## src/common/core_pkg.sv

```systemverilog
package core_pkg;

	localparam int STRAND_W = 2;
	localparam int STRAND_BASE_SHIFT = 6;	// strand s starts at s * 64
	localparam int NUM_REGS = 8;

	typedef logic [7:0] pc_t;	// word address
	typedef logic [2:0] reg_idx_t;
	typedef logic [31:0] word_t;

	typedef enum logic [3:0] {
		OP_NOP = 4'h0,
		OP_ADD = 4'h1,
		OP_SUB = 4'h2,
		OP_ADDI = 4'h3,
		OP_BNZ = 4'h4,
		OP_HALT = 4'h5
	} opcode_e;

	typedef struct packed {
		logic [3:0] op;
		reg_idx_t rd;
		reg_idx_t rs1;
		reg_idx_t rs2;
		logic [2:0] unused;
		logic [15:0] imm;
	} instr_t;

	typedef struct packed {
		logic valid;
		logic [STRAND_W-1:0] strand;
		pc_t pc;
	} issue_t;

	typedef struct packed {
		logic valid;
		logic [STRAND_W-1:0] strand;
		pc_t pc;
		opcode_e op;
		reg_idx_t rd;
		reg_idx_t rs1;
		reg_idx_t rs2;
		word_t a;
		word_t b;
		word_t imm;	// sign extended
		logic has_writeback;
	} decoded_t;

	typedef struct packed {
		logic valid;
		logic [STRAND_W-1:0] strand;
		reg_idx_t rd;
		word_t value;
	} commit_t;

	typedef struct packed {
		logic valid;
		logic [STRAND_W-1:0] strand;
		pc_t target;
	} redirect_t;

	typedef struct packed {
		logic valid;
		logic [STRAND_W-1:0] strand;
	} halt_req_t;

endpackage
```

## src/source/rollback_controller.sv

```systemverilog
`timescale 1ns/100ps

module rollback_controller
	#(parameter int NUM_STRANDS = 4)
	(input logic clk,
	input logic rst_n_i,
	input logic start_i,
	input core_pkg::redirect_t branch_i,
	input core_pkg::halt_req_t halt_req_i,
	input logic [core_pkg::STRAND_W-1:0] issue_strand_i,
	input logic [core_pkg::STRAND_W-1:0] decode_strand_i,
	output logic flush_ds_o,
	output logic flush_ex_o,
	output core_pkg::redirect_t redirect_o,
	output logic [NUM_STRANDS-1:0] halted_o,
	output logic halt_o);

	import core_pkg::*;

	logic kill;
	logic [STRAND_W-1:0] kill_strand;
	logic [NUM_STRANDS-1:0] halted_q;
	logic [NUM_STRANDS-1:0] halted_next;
	logic flush_ds_q;
	logic flush_ex_q;
	logic halt_q;

	assign kill = branch_i.valid || halt_req_i.valid;
	assign kill_strand = branch_i.valid ? branch_i.strand : halt_req_i.strand;

	always_comb
	begin
		halted_next = halted_q;
		if (start_i)
			halted_next = '0;
		else if (halt_req_i.valid)
			halted_next[halt_req_i.strand] = 1'b1;
	end

	// flushes act one cycle later, when the matched entries have moved on a stage
	always_ff @(posedge clk)
	begin
		if (!rst_n_i)
		begin
			flush_ds_q <= 1'b0;
			flush_ex_q <= 1'b0;
			halted_q <= '0;
			halt_q <= 1'b0;
		end
		else
		begin
			flush_ds_q <= kill && issue_strand_i == kill_strand;	// was in fetch
			flush_ex_q <= kill && decode_strand_i == kill_strand;	// was in decode
			halted_q <= halted_next;
			halt_q <= &halted_next;
		end
	end

	assign flush_ds_o = flush_ds_q;
	assign flush_ex_o = flush_ex_q;
	assign redirect_o = branch_i;	// strand select applies it at this edge
	assign halted_o = halted_q;
	assign halt_o = halt_q;

endmodule

```

## config.mk

```make
export PLATFORM = sky130hd
export DESIGN_NAME = rollback_controller
export DESIGN_NICKNAME = d
export VERILOG_FILES = /design/src/common/core_pkg.sv /design/src/source/rollback_controller.sv
export SDC_FILE = /design/constraint.sdc
export NUM_CORES = 1
export LEC_CHECK = 0
export ABC_AREA = 0
export BUFFER_PORTS_ARGS = -buffer_cell sky130_fd_sc_hd__buf_2
export CAP_MARGIN = 20
export CORE_AREA = 10 10 47 49
export DETAILED_ROUTE_END_ITERATION = 10
export DIE_AREA = 0 0 57 59
export PLACE_DENSITY_LB_ADDON = 0.08
export SYNTH_ARGS = -nofsm -noshare
export SYNTH_HDL_FRONTEND = slang
export SYNTH_SLANG_ARGS = --single-unit
```

## constraint.sdc

```tcl
create_clock -name clk -period 1.3 [get_ports clk]
set_clock_uncertainty 0.1 [all_clocks]
set_input_delay 0.065 -clock clk [delete_from_list [all_inputs] [get_ports clk]]
set_output_delay 0.065 -clock clk [all_outputs]
set_load 0.1 [all_outputs]
```

-- Word level (Yosys, flattened, before mapping)
Index checks and enable logic that the tools add are counted.
- magnitude comparators: 2
- eq/ne operators: 2
- multiplexer cells: 5
- bitwise gates (word level): 1
- reduce and logical (&&, ||, !) cells: 5
- operators with widths (cell ; number):
    $mux W4 ; 2
    $eq A2 B2 Y1 ; 2
    $or A4 B4 Y4 ; 1
    $reduce_and A4 Y1 ; 1
    $logic_and A1 B1 Y1 ; 3
    $lt A2 B3 Y1 const B ; 1
    $demux W1 S2 ; 1
    $ge A2 B1 Y1 const B ; 1
    $mux W2 ; 1
    $logic_or A1 B1 Y1 ; 1
    $mux W1 ; 1
- register bits: 7
- input port bits: 21
- output and inout bits: 18
- logic and storage cells: 19

-- Depth between registers and ports, before layout
- depth after elaboration: 8
- mapped depth: 4
- gate-level depth less buffers: 3

-- Least setup slack after synthesis
OpenSTA, ideal clock, no wires.
- path type: register -> register
- from: reg halted_q[1], in the netlist halted_o[1]
- to: reg halt_q, in the netlist halt_o
- setup time: 0.091 ns
- arrival time: 1.587 ns
- required time: 1.109 ns
- path slack: -0.478 ns
- cell stages (with the launch flop): 4
- buffers on the path: 0
- period minus slack after synthesis: 1.778 ns
- cells stage by stage: dfxtp_1 mux2_4 nand4_1 a311oi_1
- cells in the longest elaborated chain, start to end: 4
- RTL lines (element ; line ; text):
    start, declared ; rollback_controller.sv:22 ; logic [NUM_STRANDS-1:0] halted_q;
    start signal, assigned ; rollback_controller.sv:54 ; halted_q <= halted_next;
    $or A4 B4 Y4 (no source line) ; -- ;
    $mux W4 (*) ; rollback_controller.sv:36 ; else if (halt_req_i.valid)
    $mux W4 (*) ; rollback_controller.sv:34 ; if (start_i)
    $reduce_and A4 Y1 (*) ; rollback_controller.sv:55 ; halt_q <= &halted_next;
    end signal, assigned ; rollback_controller.sv:55 ;
    end, declared ; rollback_controller.sv:26 ; logic halt_q;
Every way passes the cells marked *; elsewhere a longest branch is shown, timed or not.
A chain may end at the register's enable or synchronous reset.

-- Worst setup path after layout
- from: reg halted_q[2], in the netlist halted_o[2]
- to: out halted_o[2]
- RTL lines (element ; line ; text):
    end, declared ; rollback_controller.sv:15 ; output logic [NUM_STRANDS-1:0] halted_o,
No word-level cell between the ends.

==> flow_summary.toml <==
[power_and_ir_drop]
power_density_mw_per_mm2 = 1150
vdd_drop_max_v = 0.000335
p_leak_nw = 0.252
power_mw = 0.592

[floorplanning]
ios = 39
coreArea_mm2 = 0.00140
rows = 14
die_height_um = 59
initial_core_util = 0.309
die_x_um = 57
dieArea_mm2 = 0.00336

[critical_path]
crit_type = "flip-flop to output pin"
r2r_cells = 3
crit_path_max_fanout = 4
end_kind = "output pin"
slowest_delay_ns = 0.43
critical_path_arrival_ns = 1.03
cp.depth = 1
slowest_stage = "buf_2"
cp-start-kind = "flip-flop"
required_ns = 1.13
crit_chain = "buf_2"
crit_buf_inv = 1
cpLargestDelayFamily = "buffers and inverters"

[global_route]
grt_max_degree = 8
grt_pass1_wl_um = 1970
antenna_found_initial = 0
grt_usage = 0.0733
grt.overflow.total = 0
grt_pass1_vias = 391

[routing]
first_pass_iters = 4
wl_per_cell_um = 15.0
drtIter0Drc = 3
ant_nets = 0
wl_um = 1180
drc = 0
vias_per_cell = 4.49
vias = 355

[cts]
htreeDepth = 1
root_buffer = "clkbuf_4"
clk_path_buf_depth = 2
ctsHoldBuffers = 1
cts_tree = "built"
cts-resized-gates = 0
cts.sinks = 7
cts_made_buffers = 3
post_cts_buffers = 0
clk-insertion-delay-late_ns = 0.24
clk_pin_slew_ns = 0.05

[yosys]
synth-seq-cells = 7
synth_most_common_cell = "buf_4"
synth_commonest_cells = "11 x buf_4, 7 x dfxtp_1, 4 x a31oi_1, 4 x nor2_1, 4 x xnor2_1"
avgSynthCellArea_um2 = 9.02
post_synth_num_cell_types = 18
synth_edf_count = 0
synth.yosys.seq_area_share = 0.324
postSynth.asyncResetShare = 0
ys_top_cells_by_area = "dfxtp_1 32%, buf_4 19%, xnor2_1 8.1%"
syn-num-nets = 69
syn_inst = 48
yosys.area.top_type = "dfxtp_1"
syn-cell-area_um2 = 433
yosysTopAreaCellShare = 0.324
yosysWarnings = 0
synthFlopType = "dfxtp_1"

[outcome]
status = "finished, final reports clean"

[sta]
hold_ws_ns = 0.0301
fin_tns_setup_ns = 0
finalSetupViolCount = 0
hold_viol_final = 0
rsz0062_at_grt = "no"
slew_headroom = 0.675
fmax_mhz = 836
period_minus_slack_ns = 1.20
worstMarginPinSlew_ns = 0.491
maxSlewViolCount = 0
fin_crit_sh = 0.920

[placement]
dp_hpwl_um = 1020
globalplace.congestion = 0.678
port_buffers = 22
place_area_um2 = 479
dp_cells = 74

[hold_path]
min_path_cells = 0
hp-class = "primary input to output pin"

[final_layout]
layout-drive-gt1-share = 0.476
num_antenna_cells = 0
postLayoutCellArea_um2 = 515
final_cells = 79
fin_nets = 85
area_delta_synth_final_pct = 19.1

[flow_run]
max-cap-violations = 0
[final timing paths]
path / startpoint / end / slack [ns]
setup reg to reg: halted_o[1]$_SDFF_PN0_ / halt_o$_SDFF_PN0_ / 0.29
hold / removal: branch_i[7] / redirect_o[7] / 0.03
hold reg to reg: halted_o[3]$_SDFF_PN0_ / halted_o[3]$_SDFF_PN0_ / 0.38
setup / recovery: halted_o[2]$_SDFF_PN0_ / halted_o[2] / 0.10
[report_power, final]
part | total [mW] | internal [mW] | switching, mW
Combinational | 0.173 | 0.0485 | 0.125
Clock | 0.197 | 0.117 | 0.0797
Sequential | 0.221 | 0.218 | 0.00295
[metal layers]
layer | part of all wire | vias up | GRT usage
met3 | 0.13 | 6 | 0.0343
met2 | 0.46 | 19 | 0.109
met4 | 0.031 | 0 | 0.0503
met5 | 0 | - | 0
met1 | 0.38 | 145 | 0.0815
li1 | - | 185 | -
[layout make-up]
type	instances	area (um2)
fill	173	886
multi-input combinational	27	191
sequential	7	150
timing repair buffer	23	120
clock buffer	4	26.3
tap	16	20.0
inverter	2	7.51
[cell families (layout without fill, tap and decap cells)]
family | after synthesis | count (layout) | synth area share
muxes | 2 | 2 | 0.0578
and+or+nand+nor | 12 | 12 | 0.145
AOI/OAI and AO/OA | 7 | 7 | 0.118
buffers and inverters | 14 | 29 | 0.234
xor gates and xnor gates | 6 | 6 | 0.121
DFF | 7 | 7 | 0.324
[through the flow]
step                worst slack [ns]  utilization
floorplan                     0.0538            -
global placement               0.289        0.342
detailed placement             0.296        0.342
CTS                           0.0942        0.368
global route                  0.0475        0.368
finish                         0.104        0.368
[state kept, by name, summed over array words and instances, names as in the netlist]
| name | count |
|---|---|
| flush_ds_o | 1 |
| flush_ex_o | 1 |
| halt_o | 1 |
| halted_o | 4 |
[cell usage in the layout (no fill, tap or decap), drive strengths merged]
cell	synthesis	routed
buf	12	22
dfxtp	7	7
a31oi	4	4
nor2	4	4
xnor2	4	4
clkbuf	0	4
a22o	2	2
xor2	2	2
and3	2	2
inv	2	2
nand4	2	2
nand2b	1	1
nor2b	1	1
mux2i	1	1
and2	1	1
nand2	1	1
mux2	1	1
a311oi	1	1
dlygate4sd3	0	1
No activity file was read; power rests on OpenSTA's default activity.
