`config.mk`:
```
export PLATFORM = sky130hd
export DESIGN_NAME = register_file
export DESIGN_NICKNAME = d
export VERILOG_FILES = /design/src/common/core_pkg.sv /design/src/source/register_file.sv
export SDC_FILE = /design/constraint.sdc
export NUM_CORES = 1
export LEC_CHECK = 0
export BUFFER_PORTS_ARGS = -buffer_cell sky130_fd_sc_hd__buf_2
export CORE_MARGIN = 2
export CORE_UTILIZATION = 33
export DETAILED_ROUTE_END_ITERATION = 7
export HOLD_SLACK_MARGIN = 0.1
export SYNTH_ARGS = -nofsm -noshare
export SYNTH_HDL_FRONTEND = slang
export SYNTH_SLANG_ARGS = --single-unit
```
`constraint.sdc`:
```
create_clock -name clk -period 12.1 [get_ports clk]
set_input_delay 2.42 -clock clk [delete_from_list [all_inputs] [get_ports clk]]
set_output_delay 2.42 -clock clk [all_outputs]
set_load 0.02 [all_outputs]
```
`src/common/core_pkg.sv`:
```
package core_pkg;

	localparam int STRAND_W = 2;
	localparam int STRAND_BASE_SHIFT = 6;	// strand s starts at s * 64
	localparam int NUM_REGS = 8;

	typedef logic [7:0] pc_t;	// word address
	typedef logic [2:0] reg_idx_t;
	typedef logic [31:0] word_t;

	typedef enum logic [3:0] {
		OP_NOP = 4'h0,
		OP_ADD = 4'h1,
		OP_SUB = 4'h2,
		OP_ADDI = 4'h3,
		OP_BNZ = 4'h4,
		OP_HALT = 4'h5
	} opcode_e;

	typedef struct packed {
		logic [3:0] op;
		reg_idx_t rd;
		reg_idx_t rs1;
		reg_idx_t rs2;
		logic [2:0] unused;
		logic [15:0] imm;
	} instr_t;

	typedef struct packed {
		logic valid;
		logic [STRAND_W-1:0] strand;
		pc_t pc;
	} issue_t;

	typedef struct packed {
		logic valid;
		logic [STRAND_W-1:0] strand;
		pc_t pc;
		opcode_e op;
		reg_idx_t rd;
		reg_idx_t rs1;
		reg_idx_t rs2;
		word_t a;
		word_t b;
		word_t imm;	// sign extended
		logic has_writeback;
	} decoded_t;

	typedef struct packed {
		logic valid;
		logic [STRAND_W-1:0] strand;
		reg_idx_t rd;
		word_t value;
	} commit_t;

	typedef struct packed {
		logic valid;
		logic [STRAND_W-1:0] strand;
		pc_t target;
	} redirect_t;

	typedef struct packed {
		logic valid;
		logic [STRAND_W-1:0] strand;
	} halt_req_t;

endpackage
```
`src/source/register_file.sv`:
```
`timescale 1ns/100ps

module register_file
	#(parameter int NUM_STRANDS = 4)
	(input logic clk,
	input logic rst_n_i,
	input logic [core_pkg::STRAND_W-1:0] strand_i,
	input core_pkg::reg_idx_t sel_a_i,
	input core_pkg::reg_idx_t sel_b_i,
	input core_pkg::commit_t write_i,
	output core_pkg::word_t value_a_o,
	output core_pkg::word_t value_b_o);

	import core_pkg::*;

	word_t bank_q [NUM_STRANDS][NUM_REGS];
	logic hit_a;
	logic hit_b;

	// write in the same cycle wins over the stored value
	assign hit_a = write_i.valid && write_i.strand == strand_i && write_i.rd == sel_a_i;
	assign hit_b = write_i.valid && write_i.strand == strand_i && write_i.rd == sel_b_i;

	assign value_a_o = hit_a ? write_i.value : bank_q[strand_i][sel_a_i];
	assign value_b_o = hit_b ? write_i.value : bank_q[strand_i][sel_b_i];

	always_ff @(posedge clk)
	begin
		if (!rst_n_i)
		begin
			for (int s = 0; s < NUM_STRANDS; s++)
				for (int r = 0; r < NUM_REGS; r++)
					bank_q[s][r] <= '0;
		end
		else if (write_i.valid)
			bank_q[write_i.strand][write_i.rd] <= write_i.value;
	end

endmodule

```
After elaboration in Yosys (flattened, before gate mapping) --
Memory sizes are Yosys's and may differ from the RTL's. Index checks and enable logic that the tools add are counted.
Word-level totals: bits in registers 0, memory bits (writable) 1024, input bits 48, output and inout port bits 64, word-level logic and storage cells 33, memories kept 1
Memory list:
- bank_q | words 4, bits a word 256, rd ports 1, clocked after Yosys merged registers in 0, wr ports 4, RTL line register_file.sv:16 | word_t bank_q [NUM_STRANDS][NUM_REGS];
Operators by class: $lt $le $gt $ge 4, equal/unequal tests 3, multiplexer cells 17, bitwise operators 3, reductions and logical operators 5
Operators by type and width (count):
- 256-bit two-way mux | 3
- 256-bit OR reduction | 1
- 32-bit two-way mux | 7
- 32-bit binary-select mux with 3-bit select | 2
- 32-bit demux with 3-bit select | 1
- 4-bit >= comparator, second input constant | 3
- 3-bit NOT with 4-bit output | 3
- 3-bit equality test | 2
- 1-bit logical AND | 4
- 4-bit by 1-bit < comparator with 1-bit output, second input constant | 1
- 1-bit two-way mux | 3
- 2-bit equality test | 1
- 2-bit two-way mux | 1

Depth between registers and ports, before layout --
depth in word-level cells 8, mapped depth 10

Least setup slack after synthesis --
OpenSTA, ideal clock, no wires.
path kind input to output, from in strand_i[0] in the netlist's numbering, to out value_a_o[25], arrival time 4.311 ns, data required time 9.680 ns, setup slack 5.369 ns, cell stages on the path 7, path buffers 3, cells stage by stage buf_4 -> or3b_2 -> buf_2 -> buf_6 -> o22ai_1 -> a2111oi_0 -> o41ai_1
Between the ends: word-level cells in the longest chain between the ends 5, elaborated cells between the ends (all ways) 8, those cells by class 1 x eq/ne; 4 x mux; 2 x reduce/logical; 1 x memory
Ends and longest elaborated chain:
- from (decl) | RTL line register_file.sv:7 | input logic [core_pkg::STRAND_W-1:0] strand_i,
- memory read 4 x 256 bit
- 32-bit binary-select mux with 3-bit select | RTL line register_file.sv:24 | assign value_a_o = hit_a ? write_i.value : bank_q[strand_i][sel_a_i];
- 32-bit two-way mux (implied by the code) (2 in series) | RTL line register_file.sv:24
- 32-bit two-way mux * | RTL line register_file.sv:24
- to (decl) | RTL line register_file.sv:11 | output core_pkg::word_t value_a_o,
Every way passes the cells marked *; elsewhere a longest branch is shown, timed or not. The select of a mux whose other input is x is not followed.

Final worst setup path --
from in sel_b_i[2], to out value_b_o[30]
Between the ends: word-level cells in the longest chain between the ends 5, elaborated cells between the ends (all ways) 7, those cells by class 1 x eq/ne; 4 x mux; 1 x bitwise; 1 x reduce/logical
Ends and longest elaborated chain:
- from (decl) | RTL line register_file.sv:9 | input core_pkg::reg_idx_t sel_b_i,
- 3-bit NOT with 4-bit output (implied by the code) | RTL line register_file.sv:25 | assign value_b_o = hit_b ? write_i.value : bank_q[strand_i][sel_b_i];
- 32-bit binary-select mux with 3-bit select | RTL line register_file.sv:25
- 32-bit two-way mux (implied by the code) (2 in series) | RTL line register_file.sv:25
- 32-bit two-way mux * | RTL line register_file.sv:25
- to (decl) | RTL line register_file.sv:12 | output core_pkg::word_t value_b_o);
Marks and branches as above.

==> results.py <==
metrics = {
    "logic_synthesis": {
        "synth.distinct_cells": 62,
        "synth-edff-count": 1024,
        "synthCells": 3987,
        "synth_warnings": 0,
        "yosys_register_bits": 1024,
        "synthArstFlopShare_pct": 0,
        "seq_area_frac_synth_pct": 57.3,
        "synth_area_um2": 53700,
        "synth_ff_type": "edfxtp_1",
        "synth_nets": 4035,
        "synth.avg_cell_area_um2": 13.5,
    },
    "run_status": {
        "status": "finished clean",
    },
    "placement": {
        "post-dp-hpwl_mm": 122,
        "port_buffers": 111,
        "place.gp.congestion": 0.915,
        "placed_area_um2": 56400,
    },
    "sta": {
        "tightest_slew_ps": 1300,
        "finalHoldViolations": 0,
        "rsz0062_at_grt": "no",
        "maxSlewHeadroom_pct": 13.0,
        "finalSetupTns_ps": 0,
        "clock.fmax_mhz": 117,
        "fin_crit_sh_pct": 70.9,
        "fin_crit_ps": 8580,
        "final_max_slew_viol_count": 0,
        "setup-violations-final": 0,
    },
    "floorplan": {
        "core-area_um2": 161000,
        "die_area_um2": 166000,
        "die_width_um": 407,
        "num_rows": 147,
        "pin_count": 112,
        "start_util_pct": 33.3,
        "die_y_um": 407,
    },
    "clocking": {
        "htreeDepth": 3,
        "cts_tree": "built",
        "cts_resized": 0,
        "clk_pin_slew_worst_paths_ps": 60,
        "ctsHoldBuffers": 0,
        "postCtsSetupBuffers": 0,
        "clock-sinks": 1024,
        "cts_made_buffers": 108,
        "clockBufferDepth": 3,
        "clockRootBuffer": "clkbuf_16",
    },
    "layout": {
        "finalNetCount": 3962,
        "layout.cells.most_common": "and2_1",
        "fin_area_um2": 59900,
        "syn_to_final_growth_pct": 11.7,
        "layout_common_cells": "and2_1, edfxtp_1, mux2i_1",
        "top_register": "bank_q",
        "largest_reg_flops": 1024,
        "top_regs": "bank_q x1024",
        "layout-drive-gt1-share_pct": 19.3,
    },
    "run": {
        "maxCapViolations": 0,
    },
    "critical_path": {
        "critPathMaxStageDelay_ps": 960,
        "cpMostUsedCell": "buf_2",
        "path_buf_inv": 4,
        "crit_fanout": 28,
        "cp-end-kind": "primary output",
        "crit_arrival_ps": 6160,
        "cpLargestDelayFamily": "buffers and inverters",
        "worstPathCellList": "buf_2 -> inv_1 -> nor2_2 -> buf_4 -> a211o_1 -> a21oi_1 -> o31ai_1 -> buf_2",
        "worstSetupPathType": "input port to primary output",
        "cp_slowest_cell": "nor2_2",
        "cp-start-kind": "input port",
        "cp.required_ps": 9680,
    },
    "grt": {
        "grt_max_degree": 115,
        "antenna_found_initial": 23,
        "gr-total-overflow": 0,
        "gr-usage-all-layers_pct": 23.6,
        "grt_pass1_vias": 35600,
        "grt_pass1_wl_mm": 279,
    },
    "hold_path": {
        "min-delay-start": "write_i[26]",
        "worst_hold_path.endpoint": "bank_q[3][250]$_SDFFCE_PN0P_",
        "holdCritPathClass": "input port to flop",
        "whs_path_depth": 2,
    },
    "pwr": {
        "p_switching_w": 0.00222,
        "pwr-share-clk_pct": 39.8,
        "vdd_drop_max_mv": 0.127,
        "p_comb_share_pct": 11.6,
        "powerDensity_nw_per_um2": 143,
        "seqPwrFrac_pct": 48.5,
        "switching_share_pct": 25.8,
        "internal-power_w": 0.00638,
        "leakage_nw": 20.9,
    },
    "detailed_routing": {
        "drtPass1Iterations": 8,
        "ant_nets": 0,
        "drt-total-wl_mm": 202,
        "vias_per_cell": 5.89,
        "via_count": 36300,
        "wire_per_inst_um": 32.7,
        "drtIter0Drc": 4932,
        "drc_errors": 0,
    },
}
logic make-up (layout without fill, tap and decap cells):
family / Yosys count / count (layout) / synth area share (%)
simple gates: 1331 / 1331 / 15.1
flops: 1024 / 1024 / 57.3
mux: 639 / 639 / 15.9
compound gates: 576 / 576 / 7.53
buf+inv: 409 / 428 / 4.02
xor+xnor: 8 / 8 / 0.131
other cells: 0 / 4 / 0
Yosys cell counts, drive strengths merged, types with 9 or more instances:
library cell	n	area, µm²
a21oi	62	310
a22oi	100	751
a211o	32	280
and2	1026	6420
buf	132	1110
o22ai	164	1030
or3	15	93.8
clkbuf	273	1030
a221oi	38	333
mux2i	342	3420
o22a	9	78.8
nand3	31	155
edfxtp	1024	30700
o31ai	38	285
a22o	20	175
a21o	9	67.6
a211oi	14	105
nor4	22	189
o221ai	21	184
nor2b	16	100
nand4	14	87.6
nor2	81	307
mux2	140	1580
o21ai	45	225
nand2	61	229
a2111oi	12	105
mux4	157	3540
nor3	20	105
layout make-up:
type	count	area [µm²]
fill	15200	101000
antenna	4	10.0
inverter	4	15.0
clock buffer	135	2870
multi-input combinational	2554	21400
timing repair buffer	222	1480
clock inverter	67	698
sequential	1024	30700
tap	2160	2700
metrics by stage:
stage | cells | worst slack (ps) | power, W | hold WS, ps | util [%]
final | 6170 | 3520 | 0.00860 | 2330 | 37.2
after global routing | 6167 | 3410 | 0.00879 | 2370 | 37.2
after CTS | 6166 | 3640 | 0.00859 | 2310 | 37.2
after detailed placement | 5964 | 3660 | 0.00523 | 3070 | 35.0
after global placement | 5964 | 3710 | 0.00522 | 3060 | 35.0
after floorplan | 3987 | 5370 | 0.00483 | 2620 | -
worst max-delay path by stage:
| stage | endpoint | from | cells after the start |
|---|---|---|---|
| 2_1_floorplan | value_a_o[25] | strand_i[0] | 7 |
| 3_3_place_gp | value_b_o[30] | strand_i[0] | 8 |
| 3_5_place_dp | value_a_o[19] | strand_i[1] | 9 |
| 4_1_cts | value_a_o[19] | strand_i[1] | 9 |
| 5_1_grt | value_a_o[19] | strand_i[1] | 9 |
| 6_report | value_b_o[30] | sel_b_i[2] | 8 |
power by group through the flow:
stage | Combinational, W | Sequential (W) | Clock [W]
after floorplan | 0.000601 | 0.00422 | 0
after global placement | 0.000980 | 0.00424 | 0
after detailed placement | 0.000982 | 0.00424 | 0
after CTS | 0.000986 | 0.00417 | 0.00344
after global routing | 0.00103 | 0.00419 | 0.00356
final | 0.00100 | 0.00417 | 0.00342
metal layers:
layer	vias up	routed length [µm]	share of wire [%]	track usage, %
li1	14900	-	-	-
met3	559	22900	11	6.55
met5	-	49	0.024	0
met4	10	10700	5.3	11.3
met1	18500	77400	38	30.3
met2	2370	91100	45	36.9
No activity file was read; power rests on OpenSTA's default activity.
