`src/common/core_pkg.sv`:
```
package core_pkg;

	localparam int STRAND_W = 2;
	localparam int STRAND_BASE_SHIFT = 6;	// strand s starts at s * 64
	localparam int NUM_REGS = 8;

	typedef logic [7:0] pc_t;	// word address
	typedef logic [2:0] reg_idx_t;
	typedef logic [31:0] word_t;

	typedef enum logic [3:0] {
		OP_NOP = 4'h0,
		OP_ADD = 4'h1,
		OP_SUB = 4'h2,
		OP_ADDI = 4'h3,
		OP_BNZ = 4'h4,
		OP_HALT = 4'h5
	} opcode_e;

	typedef struct packed {
		logic [3:0] op;
		reg_idx_t rd;
		reg_idx_t rs1;
		reg_idx_t rs2;
		logic [2:0] unused;
		logic [15:0] imm;
	} instr_t;

	typedef struct packed {
		logic valid;
		logic [STRAND_W-1:0] strand;
		pc_t pc;
	} issue_t;

	typedef struct packed {
		logic valid;
		logic [STRAND_W-1:0] strand;
		pc_t pc;
		opcode_e op;
		reg_idx_t rd;
		reg_idx_t rs1;
		reg_idx_t rs2;
		word_t a;
		word_t b;
		word_t imm;	// sign extended
		logic has_writeback;
	} decoded_t;

	typedef struct packed {
		logic valid;
		logic [STRAND_W-1:0] strand;
		reg_idx_t rd;
		word_t value;
	} commit_t;

	typedef struct packed {
		logic valid;
		logic [STRAND_W-1:0] strand;
		pc_t target;
	} redirect_t;

	typedef struct packed {
		logic valid;
		logic [STRAND_W-1:0] strand;
	} halt_req_t;

endpackage
```
`src/execute/execute_stage.sv`:
```
`timescale 1ns/100ps

module execute_stage
	(input logic clk,
	input logic rst_n_i,
	input core_pkg::decoded_t decoded_i,
	input core_pkg::commit_t bypass_i,
	input logic flush_i,
	output core_pkg::redirect_t branch_o,
	output core_pkg::halt_req_t halt_req_o,
	output core_pkg::commit_t result_o);

	import core_pkg::*;

	logic live;
	word_t op_a;
	word_t op_b;
	word_t result;
	pc_t target;

	assign live = decoded_i.valid && !flush_i;

	// the commit of the previous op was not yet in the register file at decode
	always_comb
	begin
		op_a = decoded_i.a;
		op_b = decoded_i.b;
		if (bypass_i.valid && bypass_i.strand == decoded_i.strand)
		begin
			if (bypass_i.rd == decoded_i.rs1)
				op_a = bypass_i.value;
			if (bypass_i.rd == decoded_i.rs2)
				op_b = bypass_i.value;
		end
	end

	always_comb
	begin
		case (decoded_i.op)
			OP_ADD: result = op_a + op_b;
			OP_SUB: result = op_a - op_b;
			OP_ADDI: result = op_a + decoded_i.imm;
			default: result = '0;
		endcase
	end

	assign target = decoded_i.pc + 8'd1 + decoded_i.imm[7:0];	// wraps at 256

	assign branch_o.valid = live && decoded_i.op == OP_BNZ && op_a != '0;
	assign branch_o.strand = decoded_i.strand;
	assign branch_o.target = target;

	assign halt_req_o.valid = live && decoded_i.op == OP_HALT;
	assign halt_req_o.strand = decoded_i.strand;

	assign result_o.valid = live && decoded_i.has_writeback;
	assign result_o.strand = decoded_i.strand;
	assign result_o.rd = decoded_i.rd;
	assign result_o.value = result;

	// op that followed a redirect or halt in the same strand never executes
	younger_op_killed: assert property (@(posedge clk) disable iff (!rst_n_i)
		(branch_o.valid || halt_req_o.valid) |=>
		!(live && decoded_i.strand == $past(decoded_i.strand)));

endmodule

```
`config.mk`:
```
export PLATFORM = sky130hd
export DESIGN_NAME = execute_stage
export DESIGN_NICKNAME = d
export VERILOG_FILES = /design/src/common/core_pkg.sv /design/src/execute/execute_stage.sv
export SDC_FILE = /design/constraint.sdc
export NUM_CORES = 1
export LEC_CHECK = 0
export ABC_AREA = 1
export BUFFER_PORTS_ARGS = -buffer_cell sky130_fd_sc_hd__buf_2
export CAP_MARGIN = 30
export CORE_MARGIN = 2
export CORE_UTILIZATION = 46
export DETAILED_ROUTE_END_ITERATION = 12
export PLACE_DENSITY = 0.81
export SYNTH_ARGS = -nofsm -noshare
export SYNTH_HDL_FRONTEND = slang
export SYNTH_SLANG_ARGS = --single-unit
```
`constraint.sdc`:
```
create_clock -name vclk -period 3.1
set_input_delay 0 -clock vclk [all_inputs]
set_output_delay 0 -clock vclk [all_outputs]
set_load 0.005 [all_outputs]
```
==> load_flow_metrics.sql, run 1 <==
INSERT INTO impl_metrics (metric_group, metric, value, unit) VALUES
('run_status', 'status', 'aborted with a tool error', ''),
('run_status', 'flow.stopped_at', 'global routing', ''),
('run_status', 'tool.error', '[ERROR GRT-0232] Routing congestion too high. Check the congestion heatmap in the GUI.', ''),
('synthesis', 'syn-mean-instance-area', '5.292', 'sq um'),
('place', 'place.port_buffers', '206', ''),
('synthesis', 'seq_area_frac_synth', '0', ''),
('synthesis', 'syn-num-nets', '1129', ''),
('place', 'dpl.hpwl', '17710', 'um'),
('synthesis', 'synth_top_area_cell', 'sky130_fd_sc_hd__nand2_1', ''),
('sta', 'postGrtWorstEndpoint', 'result_o[30]', ''),
('global_routing', 'grt_use_total', '0.8475', ''),
('synthesis', 'synthCells', '925', ''),
('global_routing', 'grt_overflow', '278', ''),
('synthesis', 'synth_warnings', '0', ''),
('synthesis', 'post-synth-top-area-fraction', '0.1603', ''),
('sta', 'worstEpCategory', 'top-level output', ''),
('die', 'initial_core_util', '0.4741', ''),
('clocking', 'number_of_hold_buffers_added_after_cts', '0', ''),
('die', 'io_pins', '214', ''),
('synthesis', 'yosys.cell_types.count', '48', ''),
('synthesis', 'top_area_cells_in_the_synthesized_netlist', 'sky130_fd_sc_hd__nand2_1 (16%), sky130_fd_sc_hd__inv_1 (13%), sky130_fd_sc_hd__ha_1 (10%), sky130_fd_sc_hd__a21oi_1 (8.2%), sky130_fd_sc_hd__nor2_1 (6.4%)', ''),
('die', 'chipHeight', '107.2', 'um'),
('global_routing', 'grt_start_max_net_pins', '43', ''),
('die', 'placementRows', '37', ''),
('die', 'die-width', '107.2', 'um'),
('place', 'place_congestion', '1.035', ''),
('synthesis', 'combined_area_of_all_synthesized_cells', '4895', 'sq um');
## metal layers
| metal | overflow | global-route usage |
|---|---|---|
| met5 | 1 | 0.2429 |
| met4 | 71 | 0.9369 |
| met3 | 9 | 0.7204 |
| met2 | 197 | 1.048 |
| met1 | 0 | 0.7728 |
## cell usage after synthesis, types with 2 or more instances
cell type and number:
sky130_fd_sc_hd__inv_2 10, sky130_fd_sc_hd__o21bai_1 3, sky130_fd_sc_hd__nor3_1 10, sky130_fd_sc_hd__a32oi_1 2, sky130_fd_sc_hd__buf_2 5, sky130_fd_sc_hd__nor2_1 83
sky130_fd_sc_hd__fa_1 2, sky130_fd_sc_hd__nor2_4 7, sky130_fd_sc_hd__nand3_2 6, sky130_fd_sc_hd__xnor2_1 9, sky130_fd_sc_hd__o22ai_1 6, sky130_fd_sc_hd__inv_1 167
sky130_fd_sc_hd__o221ai_1 5, sky130_fd_sc_hd__a22oi_1 9, sky130_fd_sc_hd__nand3b_1 7, sky130_fd_sc_hd__nand2_2 20, sky130_fd_sc_hd__clkbuf_1 12, sky130_fd_sc_hd__buf_6 7
sky130_fd_sc_hd__nand3_1 50, sky130_fd_sc_hd__nor2_2 8, sky130_fd_sc_hd__a21oi_1 80, sky130_fd_sc_hd__ha_1 40, sky130_fd_sc_hd__a31oi_1 9, sky130_fd_sc_hd__xor2_1 14
sky130_fd_sc_hd__o21ai_1 11, sky130_fd_sc_hd__o21a_1 3, sky130_fd_sc_hd__buf_4 11, sky130_fd_sc_hd__mux2i_1 6, sky130_fd_sc_hd__or2_2 2, sky130_fd_sc_hd__o21ai_0 61
sky130_fd_sc_hd__nand4_1 11, sky130_fd_sc_hd__o211ai_1 5, sky130_fd_sc_hd__a21boi_0 6, sky130_fd_sc_hd__a221oi_1 4, sky130_fd_sc_hd__nand2_1 209, sky130_fd_sc_hd__nor4_1 13
## what timing repair did
item | CTS
setup endpoints to repair | 23
resized for setup | 196
buffers inserted | 49
pin swaps | 60
gates cloned | 1
endpoints found under the hold margin | 0
## cells by family after synthesis
logic type	count (synthesis)	share of synthesized area
AOI/OAI and AO/OA	210	0.2467
xor gates and xnor gates	24	0.04448
adders and majority gates	42	0.1104
buffers and inverters	212	0.1830
muxes	7	0.01457
and+or+nand+nor	430	0.4008
## per-stage QoR
step,setup TNS (ns),cell area [sq um],utilization,instances,setup slack [ns]
2_1_floorplan,-0.08161,4921,-,925,-0.05471
3_3_place_gp,-7.740,7422,0.7189,1426,-0.6238
3_5_place_dp,-9.966,7422,0.7189,1426,-0.7047
4_1_cts,-4.402,8547,0.8279,1475,-0.3505
==> run 2, diff against run 1 <==
--- a/config.mk
+++ b/config.mk
@@ -9,9 +9,9 @@
 export BUFFER_PORTS_ARGS = -buffer_cell sky130_fd_sc_hd__buf_2
 export CAP_MARGIN = 30
 export CORE_MARGIN = 2
-export CORE_UTILIZATION = 46
+export CORE_UTILIZATION = 40
 export DETAILED_ROUTE_END_ITERATION = 12
-export PLACE_DENSITY = 0.81
+export PLACE_DENSITY_LB_ADDON = 0.15
 export SYNTH_ARGS = -nofsm -noshare
 export SYNTH_HDL_FRONTEND = slang
 export SYNTH_SLANG_ARGS = --single-unit
==> constraint.sdc (replaced) <==
create_clock -name vclk -period 4
set_input_delay 0 -clock vclk [all_inputs]
set_output_delay 0 -clock vclk [all_outputs]
set_load 0.005 [all_outputs]
==> run 2 against run 1 <==
  * The flow now finishes without violations
  * Area after synthesis stayed put
  * Synthesized cell count did not move
==> load_flow_metrics.sql, run 2 <==
INSERT INTO impl_metrics (metric_group, metric, value, unit) VALUES
('synthesis', 'top_area_cells_in_the_synthesized_netlist', 'sky130_fd_sc_hd__nand2_1 (16%), sky130_fd_sc_hd__inv_1 (13%), sky130_fd_sc_hd__ha_1 (10%), sky130_fd_sc_hd__a21oi_1 (8.2%), sky130_fd_sc_hd__nor2_1 (6.4%)', ''),
('sta', 'worstMarginPinSlew', '0.4777', 'ns'),
('synthesis', 'synth_top_area_cell', 'sky130_fd_sc_hd__nand2_1', ''),
('setup_path', 'startpoint_type', 'primary input', ''),
('synthesis', 'yosys-top-cells-count', 'sky130_fd_sc_hd__nand2_1 (209), sky130_fd_sc_hd__inv_1 (167), sky130_fd_sc_hd__nor2_1 (83)', ''),
('synthesis', 'synthSimpleGateAreaFrac', '0.4008', ''),
('die', 'core', '11960', 'sq um'),
('finish', 'layout_common_cells', 'sky130_fd_sc_hd__nand2_1 (206), sky130_fd_sc_hd__buf_2 (206), sky130_fd_sc_hd__inv_1 (167), sky130_fd_sc_hd__nor2_1 (77), sky130_fd_sc_hd__a21oi_1 (76)', ''),
('die', 'initial_core_util', '0.4092', ''),
('synthesis', 'largest_family_of_logic_cells_by_synthesized_area', 'simple AND/OR/NAND/NOR gates', ''),
('synthesis', 'synth_warnings', '0', ''),
('setup_path', 'timing.setup.critical_path_class', 'primary input to primary output', ''),
('sta', 'hold_viol_final', '0', ''),
('setup_path', 'worst-endpoint-required', '4.00', 'ns'),
('routing', 'routed_wire_per_std_cell', '14.90', 'um'),
('sta', 'finalSetupViolations', '0', ''),
('global_routing', 'first_global_vias', '6286', ''),
('synthesis', 'synthCells', '925', ''),
('setup_path', 'cp_common_cell', 'sky130_fd_sc_hd__nand2_1', ''),
('synthesis', 'xor_xnor_fraction_of_synth_area', '0.04448', ''),
('global_routing', 'grt_antenna_before_repair', '2', ''),
('sta', 'slew-limit-headroom', '0.6786', ''),
('global_routing', 'grt_use_total', '0.2827', ''),
('place', 'place.port_buffers', '206', ''),
('routing', 'via_count', '6850', ''),
('synthesis', 'combined_area_of_all_synthesized_cells', '4895', 'sq um'),
('pwr', 'design_power_total', '917.5', 'uW'),
('finish', 'fin_nets', '1359', ''),
('die', 'io_pins', '214', ''),
('synthesis', 'synth-adder-area-share', '0.1104', ''),
('sta', 'postLayoutSetupSlackWorst', '0.2646', 'ns'),
('global_routing', 'first_pass_grt_wire_length', '29790', 'um'),
('routing', 'drt_pre_antenna_iters', '5', ''),
('finish', 'drive_gt1_frac', '0.3044', ''),
('finish', 'area_delta_synth_final', '32.46', '%'),
('clocking', 'number_of_hold_buffers_added_after_cts', '0', ''),
('synthesis', 'synthMuxAreaShare', '0.01457', ''),
('place', 'place_congestion', '0.9317', ''),
('setup_path', 'worstSetupEndpointType', 'primary output', ''),
('synthesis', 'yosys.cell_types.count', '48', ''),
('synthesis', 'syn-num-nets', '1129', ''),
('routing', 'via_per_inst', '5.269', ''),
('die', 'die-width', '114.6', 'um'),
('synthesis', 'synthMostInstantiatedCell', 'sky130_fd_sc_hd__nand2_1', ''),
('sta', 'finalCritPeriodShare', '0.9338', ''),
('setup_path', 'cpMaxStageDelayCell', 'sky130_fd_sc_hd__ha_2', ''),
('synthesis', 'seq_area_frac_synth', '0', ''),
('synthesis', 'syn-mean-instance-area', '5.292', 'sq um'),
('run_status', 'status', 'finished clean', ''),
('finish', 'sequential_cell_area', '0', 'sq um'),
('synthesis', 'synth_compound_area_frac', '0.2467', ''),
('setup_path', 'worstPathArrival', '3.74', 'ns'),
('die', 'placementRows', '40', ''),
('finish', 'sequential_cell_total', '0', ''),
('finish', 'diodes', '0', ''),
('min_path', 'min-delay-path-class', 'primary input to primary output', ''),
('place', 'dpl.hpwl', '16610', 'um'),
('sta', 'final.min_clock_period', '3.735', 'ns'),
('pwr', 'p_leak', '3.751', 'nW'),
('global_routing', 'grt_start_max_net_pins', '37', ''),
('routing', 'drt-total-wl', '19360', 'um'),
('die', 'die-area', '13140', 'sq um'),
('sta', 'fmax', '267.7', 'MHz'),
('finish', 'n_clock_buffer', '0', ''),
('die', 'chipHeight', '114.6', 'um'),
('global_routing', 'grt_overflow', '0', ''),
('place', 'pre_cts_slack', '0.1268', 'ns'),
('setup_path', 'crit_path_max_fanout', '15', ''),
('routing', 'detail_route.drc_violations', '0', ''),
('setup_path', 'cp_slowest_stage_delay', '0.39', 'ns'),
('sta', 'timing.hold.ws', '0.000001876', 'ns'),
('finish', 'filler_cell_count', '1367', ''),
('pwr', 'peakVddDrop', '0.06557', 'mV'),
('sta', 'final_max_slew_viol_count', '0', ''),
('pwr', 'power-per-cell-area', '141.5', 'nW/um^2'),
('routing', 'drt_iter0_drc', '407', ''),
('synthesis', 'post-synth-top-area-fraction', '0.1603', ''),
('flow_run', 'drv_cap', '0', ''),
('routing', 'post_detailed_route_count_of_antenna_violating_nets', '0', '');
-- run 2: cell families after synthesis --
logic type | Yosys count
AO/OA/AOI/OAI | 210
multiplexers | 7
XOR/XNOR | 24
AND/OR/NAND/NOR | 430
adder cells (fa/ha/maj) | 42
buffers and inverters | 212
-- run 2: what timing repair did --
| item | in CTS | in global routing |
|---|---|---|
| resized for setup | 0 | 48 |
| setup endpoints to repair | 0 | 15 |
| buffers inserted | 0 | 4 |
-- run 2: per-layer routing --
metal,global-route usage,vias to the layer above,wire [um]
li1,-,3485,-
met3,0.02594,62,1366
met2,0.4939,303,8913
met5,0,-,30
met1,0.3465,2996,8064
met4,0.1374,4,988
-- run 2: critical path, delay by kind of cell --
| kind | cells | cell delay (ns) |
|---|---|---|
| AND/OR/NAND/NOR | 16 | 1.92 |
| buffers and inverters | 10 | 0.97 |
| adder cells (fa/ha/maj) | 2 | 0.55 |
| AO/OA/AOI/OAI | 2 | 0.29 |
-- run 2: final timing paths --
check                          end  depth (start not counted)  slack (ns)      startpoint
worst max-delay path  result_o[28]                         30        0.26  decoded_i[118]
worst min-delay path  result_o[34]                          0    0.000002  decoded_i[105]
-- run 2: power breakdown --
| group | leakage (nW) | internal (mW) | switching, mW |
|---|---|---|---|
| sequential | 0 | 0 | 0 |
| clock | 0 | 0 | 0 |
| combinational | 3.75 | 0.385 | 0.533 |
| total | 3.75 | 0.385 | 0.533 |
-- run 2: per-stage QoR --
step | area (sq um) | setup TNS (ns) | std cells | utilization
final | 6484 | 0 | 1300 | 0.5421
after global routing | 6484 | -0.1742 | 1300 | 0.5421
after CTS | 6276 | 0 | 1296 | 0.5247
after global placement | 6276 | 0 | 1296 | 0.5247
after floorplan | 4895 | 0 | 925 | -
after detailed placement | 6276 | 0 | 1296 | 0.5247
-- run 2: final cells by class --
class	count	area, sq um	area share
tap	147	183.9	0.02837
timing repair buffer	263	1479	0.2281
inverter	177	664.4	0.1025
multi-input combinational	713	4156	0.6411
(Power assumes the default switching activity.)
