File: src/common/core_pkg.sv
package core_pkg;

	localparam int STRAND_W = 2;
	localparam int STRAND_BASE_SHIFT = 6;	// strand s starts at s * 64
	localparam int NUM_REGS = 8;

	typedef logic [7:0] pc_t;	// word address
	typedef logic [2:0] reg_idx_t;
	typedef logic [31:0] word_t;

	typedef enum logic [3:0] {
		OP_NOP = 4'h0,
		OP_ADD = 4'h1,
		OP_SUB = 4'h2,
		OP_ADDI = 4'h3,
		OP_BNZ = 4'h4,
		OP_HALT = 4'h5
	} opcode_e;

	typedef struct packed {
		logic [3:0] op;
		reg_idx_t rd;
		reg_idx_t rs1;
		reg_idx_t rs2;
		logic [2:0] unused;
		logic [15:0] imm;
	} instr_t;

	typedef struct packed {
		logic valid;
		logic [STRAND_W-1:0] strand;
		pc_t pc;
	} issue_t;

	typedef struct packed {
		logic valid;
		logic [STRAND_W-1:0] strand;
		pc_t pc;
		opcode_e op;
		reg_idx_t rd;
		reg_idx_t rs1;
		reg_idx_t rs2;
		word_t a;
		word_t b;
		word_t imm;	// sign extended
		logic has_writeback;
	} decoded_t;

	typedef struct packed {
		logic valid;
		logic [STRAND_W-1:0] strand;
		reg_idx_t rd;
		word_t value;
	} commit_t;

	typedef struct packed {
		logic valid;
		logic [STRAND_W-1:0] strand;
		pc_t target;
	} redirect_t;

	typedef struct packed {
		logic valid;
		logic [STRAND_W-1:0] strand;
	} halt_req_t;

endpackage
File: src/execute/writeback_stage.sv
`timescale 1ns/100ps

module writeback_stage
	(input logic clk,
	input logic rst_n_i,
	input core_pkg::commit_t result_i,
	output core_pkg::commit_t commit_o);

	import core_pkg::*;

	commit_t commit_q;	// architectural write, bypass and top output

	always_ff @(posedge clk)
	begin
		if (!rst_n_i)
			commit_q <= '0;
		else
			commit_q <= result_i;
	end

	assign commit_o = commit_q;

endmodule

File: config.mk
export PLATFORM = sky130hd
export DESIGN_NAME = writeback_stage
export DESIGN_NICKNAME = d
export VERILOG_FILES = /design/src/common/core_pkg.sv /design/src/execute/writeback_stage.sv
export SDC_FILE = /design/constraint.sdc
export NUM_CORES = 1
export LEC_CHECK = 0
export ABC_AREA = 1
export BUFFER_PORTS_ARGS = -buffer_cell sky130_fd_sc_hd__buf_4
export CORE_UTILIZATION = 25
export DETAILED_ROUTE_END_ITERATION = 8
export GPL_TIMING_DRIVEN = 1
export PLACE_DENSITY = 0.56
export SYNTH_ARGS = -nofsm -noshare
export SYNTH_HDL_FRONTEND = slang
export SYNTH_SLANG_ARGS = --single-unit
File: constraint.sdc
create_clock -name clk -period 1.3 [get_ports clk]
set_input_delay 0.13 -clock clk [delete_from_list [all_inputs] [get_ports clk]]
set_output_delay 0.13 -clock clk [all_outputs]
set_load 0.02 [all_outputs]
---- Yosys cells after proc, flatten, opt, wreduce, memory -nomap -nowiden ----
Index checks and enable logic that the tools add are counted.
W data, S select, Z words.
operators by class
  muxes and demuxes ....................... 0
  bitwise gates (word level) .............. 0
  multiply operators ...................... 0
  divide/modulo/power cells ............... 0
  shifts and indexed selects .............. 0
  eq/ne operators ......................... 0
  reductions and logical operators ........ 0
  order comparisons ....................... 0
  $add $sub $neg .......................... 0
word-level totals
  memories ................................ 0
  latch bits .............................. 0
  memory bits (writable) .................. 0
  word-level logic and storage cells ...... 4
  bits of input ports ..................... 40
  register bits ........................... 38
  memory bits (read-only) ................. 0

---- Longest topological paths before layout ----
Gate-level depths: netlist of the first run.
  word-level depth ........................ 0
  gate-level depth with buffers ........... 4
  gate-level depth less buffers ........... 2

---- Least setup slack after synthesis of the first run ----
OpenSTA, ideal clock, no wires.
  path type ............................... input -> register
  start ................................... input port rst_n_i
  end ..................................... register commit_q (netlist bit commit_o[12])
  library setup time ...................... 109 ps
  path buffers ............................ 2
  arrival ................................. 478 ps
  setup slack ............................. 713 ps
  required time ........................... 1191 ps
  stages on the path ...................... 4
  path through ............................ buf_4 > buf_6 > nand2_1 > inv_1
RTL lines
  element               RTL line               source
  start, declared       writeback_stage.sv:5   input logic rst_n_i,
  end signal, assigned  writeback_stage.sv:18  commit_q <= result_i;
  end, declared         writeback_stage.sv:11  commit_t commit_q;
No word-level cell between the ends.

---- Worst setup path after layout of the first run ----
  start ................................... register commit_q (netlist bit commit_o[13])
  end ..................................... output port commit_o[13] in the netlist's numbering
RTL lines
  element        RTL line              source
  end, declared  writeback_stage.sv:7  output core_pkg::commit_t commit_o);
No word-level cell between the ends.

==> key figures, run 1 <==
Run status
  • Result of the run: finished, final reports clean

Setup path
  • Critical-path maximum fanout: 1
  • Category of cells accounting for the largest share of critical-path delay: flip-flops
  • Path length in cells of the critical path: 1
  • Kind of end point of the critical path: output pin
  • CP Launch Type: register
  • Arrival @ worst endpoint: around 0.74 ns
  • Critical path's slowest cell: sky130_fd_sc_hd__dfxtp_1
  • Class of the most critical setup path: register to output pin
  • Critical path buffer and inverter count: 1
  • Required time of the worst setup path: between 1 and 1.5 ns
  • Endpoint of the worst setup timing path: commit_o[13]
  • CP Cell Sequence: buf_4
  • Worst setup path start: commit_o[13]
  • Critical Path Max Stage Delay: 0.31 ns

Global routing
  • Global-route wire length before repair: between 3000 and 4000 µm
  • Total global routing track utilization: 0.109
  • Overflow left after global routing: 0
  • Vias in the first global route: just over 800
  • Antenna violations before repair: 0
  • Largest net degree at the start of global routing: 39

Synth
  • Combinational family with the most area after synthesis: buffers and inverters
  • Synth warnings: 0
  • Mapped cell area: approximately 1100 µm²
  • Fraction of the mapped netlist area in adder cells: 0
  • Mapped Cells: ~120
  • Simple-Gate Fraction of Synth Area: 0.132
  • Total of flip-flops plus latches after synthesis: 38
  • Syn nets: 158
  • Parity-gate share of the synthesized area counting xor and xnor cells: 0
  • Count of distinct cell types in the synthesized netlist: 6
  • Synthesized-area fraction occupied by ao, oa, aoi and oai cells: 0
  • Mean instance size in the synthesized netlist: 9.16 µm²
  • Seq/Total Area, Yosys: 0.704
  • Proportion of synthesized area in mux cells: 0

Timing
  • Relative slew slack: 0.761
  • Worst path setup slack after routing: 0.430 ns
  • Endpoints failing setup: 0
  • Achievable clock frequency: 1150 MHz
  • RSZ-0062 raised after global routing: false
  • Final Cycle Share: 0.669
  • Count of endpoints failing hold in the final timing report: 0
  • Final count of pins violating max slew: 0
  • Final setup TNS: 0 ns
  • Pin slew with the least headroom to its limit: ~0.36 ns
  • Time the worst path needs with I/O delays and setup: slightly below 0.9 ns

Power and ir drop
  • Maximum resistive drop on vdd: 0.566 mV
  • PD cells: 1400 nW/µm²
  • Static leakage power: 1.14 nW

Floorplan
  • Y dimension of the die: between 60 and 70 µm
  • Overall die width: 67.8 µm
  • IO Count: 78
  • Core footprint: 4090 µm²
  • Overall die area: about 4600 µm²
  • Standard-cell row count: 23
  • Effective utilization at floorplan: 0.265

Cells and area
  • Number of flip-flops in the largest register: 38
  • Commonest non-fill, non-tap cell in the layout: sky130_fd_sc_hd__buf_4
  • Top library cells by usage in the layout, fill and taps aside: sky130_fd_sc_hd__buf_4 (77), sky130_fd_sc_hd__nand2_1 (38), sky130_fd_sc_hd__inv_1 (38), sky130_fd_sc_hd__dfxtp_1 (38), sky130_fd_sc_hd__clkbuf_8 (5)
  • Share of post-route cells with drive strength above 1: 0.427
  • Fill cells: between 400 and 500
  • Combined flip-flop and latch cell area: 761 µm²
  • Area grow syn2layout: 66.1%
  • Antenna Cells: 0
  • Post-layout nets: 238
  • Area of the multi-input gates: ~140 µm²

Detailed routing
  • First-pass iteration count of the detailed router: 2
  • Routed wire length: roughly 2200 µm
  • WL/cell: a little under 9 µm
  • Number of nets with antenna violations after routing: 0
  • # DRC: 0
  • DR vias: roughly 890
  • Iteration-0 DRC Markers: 26
  • Detailed-route vias per instance: 3.56

Placed design
  • HPWL reported at the end of detailed placement: about 1700 µm
  • Pre-CTS setup slack: 0.606 ns
  • Final GP Congestion: slightly below 0.7
  • Port Buffers: between 70 and 80

Clock tree
  • Clock tree from TritonCTS: built
  • Buffers inserted during post-CTS setup optimization: 0
  • Bufs on Longest Clock Path: 2
  • Number of sinks driven by the clock tree: 38
  • Root buffer cell: sky130_fd_sc_hd__clkbuf_8
  • Clock-pin slew reported for the worst setup and hold paths after clock tree synthesis: about 0.08 ns
  • Number of CTS-inserted buffers: 5
  • Number of buffers inserted by hold repair at cts: 0
  • Count of instances resized after the clock tree is built: 0
  • Depth of the CTS H-tree: 2

Run
  • Max-capacitance violation count: 0

Worst hold path
  • Min-delay worst type: input port to register
-- cell type report --
| type | instances | area share |
|---|---|---|
| Inverter | 38 | 0.0794 |
| Sequential cell | 38 | 0.424 |
| Multi-Input combinational cell | 38 | 0.0794 |
| Tap cell | 50 | 0.0348 |
| Clock buffer | 5 | 0.0383 |
| Clock inverter | 3 | 0.0223 |
| Timing Repair Buffer | 77 | 0.322 |
-- cell usage after synthesis (all sizes together) --
| cell type | instances | area (µm²) |
|---|---|---|
| dfxtp | 38 | 761 |
| inv | 38 | 143 |
| nand2 | 38 | 143 |
| buf | 4 | 35.0 |
-- metrics by stage --
step | utilization | cells | power (W) | hold WS (ns) | cell area, µm²
6_report | 0.439 | 249 | 0.00252 | 0.0216 | 1800
5_1_grt | 0.439 | 249 | 0.00265 | 0.00775 | 1800
4_1_cts | 0.439 | 249 | 0.00257 | 0.00728 | 1800
3_5_place_dp | 0.413 | 241 | 0.00160 | 0.315 | 1690
3_3_place_gp | 0.413 | 241 | 0.00159 | 0.309 | 1690
2_1_floorplan | - | 118 | 0.00141 | 0.223 | 1080
-- routing by layer --
layer / wire [µm] / up-vias / GRT usage / share of wire
li1: - / 471 / - / -
met1: 877 / 361 / 0.105 / 0.40
met5: 0 / - / 0 / 0
met2: 1030 / 47 / 0.168 / 0.46
met4: 62 / 0 / 0.0798 / 0.028
met3: 246 / 7 / 0.0693 / 0.11
-- cell families after synthesis --
logic type / Yosys count
AND/OR/NAND/NOR: 38
flip-flops: 38
buffers and inverters: 42
-- power by group --
group	total [W]	switching (W)	internal, W
registers	0.00124	0.0000155	0.00123
logic	0.000323	0.000156	0.000167
clock network	0.000953	0.000389	0.000564
-- worst min-delay path by stage --
| stage | from | endpoint | slack [ns] | cells past startpoint |
|---|---|---|---|---|
| 6_report | result_i[19] | commit_o[19] | 0.02 | 3 |
| 5_1_grt | result_i[15] | commit_o[15] | 0.008 | 3 |
| 4_1_cts | result_i[20] | commit_o[20] | 0.007 | 3 |
| 3_5_place_dp | result_i[35] | commit_o[35] | 0.31 | 3 |
| 3_3_place_gp | result_i[35] | commit_o[35] | 0.31 | 3 |
| 2_1_floorplan | result_i[35] | commit_o[35] | 0.22 | 2 |
No activity file was read; power rests on OpenSTA's default activity.
==> run 2, diff against run 1 <==
Clock period 1.3 ns to 0.9 ns, I/O delays scaled along.
==> run 2 against run 1 <==
Net effect: utilization increased by 9.3 points; die area unchanged; first-iteration DRC count decreased by 54%; sequential power is 44% higher; sequential share of layout area shrank 7.4 points; final cell count increased by 15%; non-clock buffer count rose by 38; worst hold slack better by 0.18 ns.
==> key figures, run 2 (synthesis results as in run 1) <==
Clock tree
  • Number of CTS-inserted buffers: 5 (unchanged)
  • Depth of the CTS H-tree: 2 (unchanged)
  • Count of instances resized after the clock tree is built: 0 (unchanged)
  • Clock-pin slew reported for the worst setup and hold paths after clock tree synthesis: 0.07 ns (was 0.08 ns)
  • Bufs on Longest Clock Path: 2 (unchanged)
  • Root buffer cell: sky130_fd_sc_hd__clkbuf_8 (unchanged)
  • Number of sinks driven by the clock tree: 38 (unchanged)
  • Clock tree from TritonCTS: built (unchanged)

Cells and area
  • Commonest non-fill, non-tap cell in the layout: sky130_fd_sc_hd__buf_4 (unchanged)
  • Post-layout nets: 276 (was 238)
  • Combined flip-flop and latch cell area: 761 µm² (unchanged)
  • Area grow syn2layout: 101% (was 66.1%)
  • Share of post-route cells with drive strength above 1: 0.359 (was 0.427)
  • Fill cells: 397 (was 440)
  • Area of the multi-input gates: 143 µm² (unchanged)
  • Number of flip-flops in the largest register: 38 (unchanged)
  • Antenna Cells: 0 (unchanged)
  • Top library cells by usage in the layout, fill and taps aside: sky130_fd_sc_hd__buf_4 (77), sky130_fd_sc_hd__nand2_1 (38), sky130_fd_sc_hd__inv_1 (38), sky130_fd_sc_hd__dfxtp_1 (38), sky130_fd_sc_hd__dlygate4sd3_1 (38) (was sky130_fd_sc_hd__buf_4 (77), sky130_fd_sc_hd__nand2_1 (38), sky130_fd_sc_hd__inv_1 (38), sky130_fd_sc_hd__dfxtp_1 (38), sky130_fd_sc_hd__clkbuf_8 (5))

Worst hold path
  • Min-delay worst type: input port to register (unchanged)
  • Number of cells traversed by the worst hold path: 3 (unchanged)

Detailed routing
  • # DRC: 0 (unchanged)
  • WL/cell: 9.34 µm (was 8.90 µm)
  • Number of nets with antenna violations after routing: 0 (unchanged)
  • First-pass iteration count of the detailed router: 4 (was 2)
  • Routed wire length: 2680 µm (was 2220 µm)
  • DR vias: 1041 (was 886)
  • Detailed-route vias per instance: 3.63 (was 3.56)
  • Iteration-0 DRC Markers: 12 (was 26)

Floorplan
  • Standard-cell row count: 23 (unchanged)
  • Overall die area: 4590 µm² (unchanged)
  • IO Count: 78 (unchanged)
  • Overall die width: 67.8 µm (unchanged)
  • Effective utilization at floorplan: 0.265 (unchanged)
  • Y dimension of the die: 67.8 µm (unchanged)
  • Core footprint: 4090 µm² (unchanged)

Timing
  • Achievable clock frequency: between 1000 and 1500 MHz
  • Final Hold Slack: 0.201 ns (was 0.0216 ns)
  • Final count of pins violating max slew: 0 (unchanged)
  • Time the worst path needs with I/O delays and setup: ~0.84 ns
  • Relative slew slack: 0.758 (was 0.761)
  • Final setup TNS: 0 ns (unchanged)
  • Final Cycle Share: 0.932
  • Endpoints failing setup: 0 (unchanged)
  • Pin slew with the least headroom to its limit: 0.363 ns (was 0.358 ns)
  • Count of endpoints failing hold in the final timing report: 0 (unchanged)
  • RSZ-0062 raised after global routing: false (unchanged)

Setup path
  • Required time of the worst setup path: 0.81 ns (was 1.17 ns)
  • Path length in cells of the critical path: 1 (unchanged)
  • Critical-path maximum fanout: 1 (unchanged)
  • Critical path's slowest cell: sky130_fd_sc_hd__dfxtp_1 (unchanged)
  • Critical path buffer and inverter count: 1 (unchanged)
  • CP Cell Sequence: buf_4 (unchanged)
  • Arrival @ worst endpoint: 0.75 ns (was 0.74 ns)
  • Kind of end point of the critical path: output pin (unchanged)
  • Class of the most critical setup path: register to output pin (unchanged)
  • Category of cells accounting for the largest share of critical-path delay: flip-flops (unchanged)
  • CP Launch Type: register (unchanged)
  • Critical Path Max Stage Delay: 0.33 ns (was 0.31 ns)

Global routing
  • Total global routing track utilization: 0.131 (was 0.109)
  • Largest net degree at the start of global routing: 39 (unchanged)
  • Global-route wire length before repair: 4200 µm (was 3460 µm)
  • Overflow left after global routing: 0 (unchanged)
  • Vias in the first global route: 1006 (was 814)
  • Antenna violations before repair: 0 (unchanged)

Run status
  • Result of the run: finished, final reports clean (unchanged)

Placed design
  • Final GP Congestion: 0.682 (about the same)
  • Port Buffers: 77 (unchanged)
  • HPWL reported at the end of detailed placement: 1650 µm (was 1670 µm)

Run
  • Max-capacitance violation count: 0 (unchanged)

Power and ir drop
  • Maximum resistive drop on vdd: 0.998 mV (was 0.566 mV)
  • Static leakage power: 1.30 nW (was 1.14 nW)
  • PD cells: 1740 nW/µm² (was 1400 nW/µm²)
==> run 2: cell count changes in the layout (fill, tap and decap cells not counted), sizes merged <==
| cell | before | now |
|---|---|---|
| dlygate4sd3 | 0 | 38 |
==> run 2: report_power, final <==
part	internal, W	leakage [nW]	total, W	switching, W
Sequential	0.00177	0.317	0.00179	0.0000232
Combinational	0.000348	0.921	0.000605	0.000257
Clock	0.000815	0.0579	0.00138	0.000565
Total	0.00294	1.30	0.00378	0.000845
==> run 2: cell type report <==
cell class	count	area share
well taps	50	0.0288
clock buffers	5	0.0316
repair buffers	115	0.440
flip-flops and latches	38	0.350
clock inverters	3	0.0184
multi-input cells	38	0.0656
inverters	38	0.0656
==> run 2: final timing paths <==
kind                startpoint            to
hold / removal         rst_n_i  commit_o[10]
setup / recovery  commit_o[15]  commit_o[15]
==> run 2: stage by stage <==
stage | instance area, µm² | instances | power, W | util | setup slack, ns
detailed placement | 1690 | 241 | 0.00231 | 0.413 | 0.236
floorplan | 1080 | 118 | 0.00204 | - | 0.353
global route | 2180 | 287 | 0.00397 | 0.532 | 0.0229
CTS | 2180 | 287 | 0.00385 | 0.532 | 0.0556
finish | 2180 | 287 | 0.00378 | 0.532 | 0.0613
global placement | 1690 | 241 | 0.00230 | 0.413 | 0.265
==> run 2: timing repair <==
| item | 4_1_cts | 5_1_grt |
|---|---|---|
| endpoints found under the hold margin | 38 | 0 |
| buffers inserted | 0 | 0 |
| hold buffers | 38 | 0 |
==> run 2: per-layer routing <==
layer	share of wire	GRT usage	wire [µm]	vias up
met2	0.53	0.234	1410	46
met4	0.031	0.0931	83	0
met5	0	0	0	-
met1	0.38	0.120	1020	440
li1	-	-	-	547
met3	0.064	0.0507	171	8
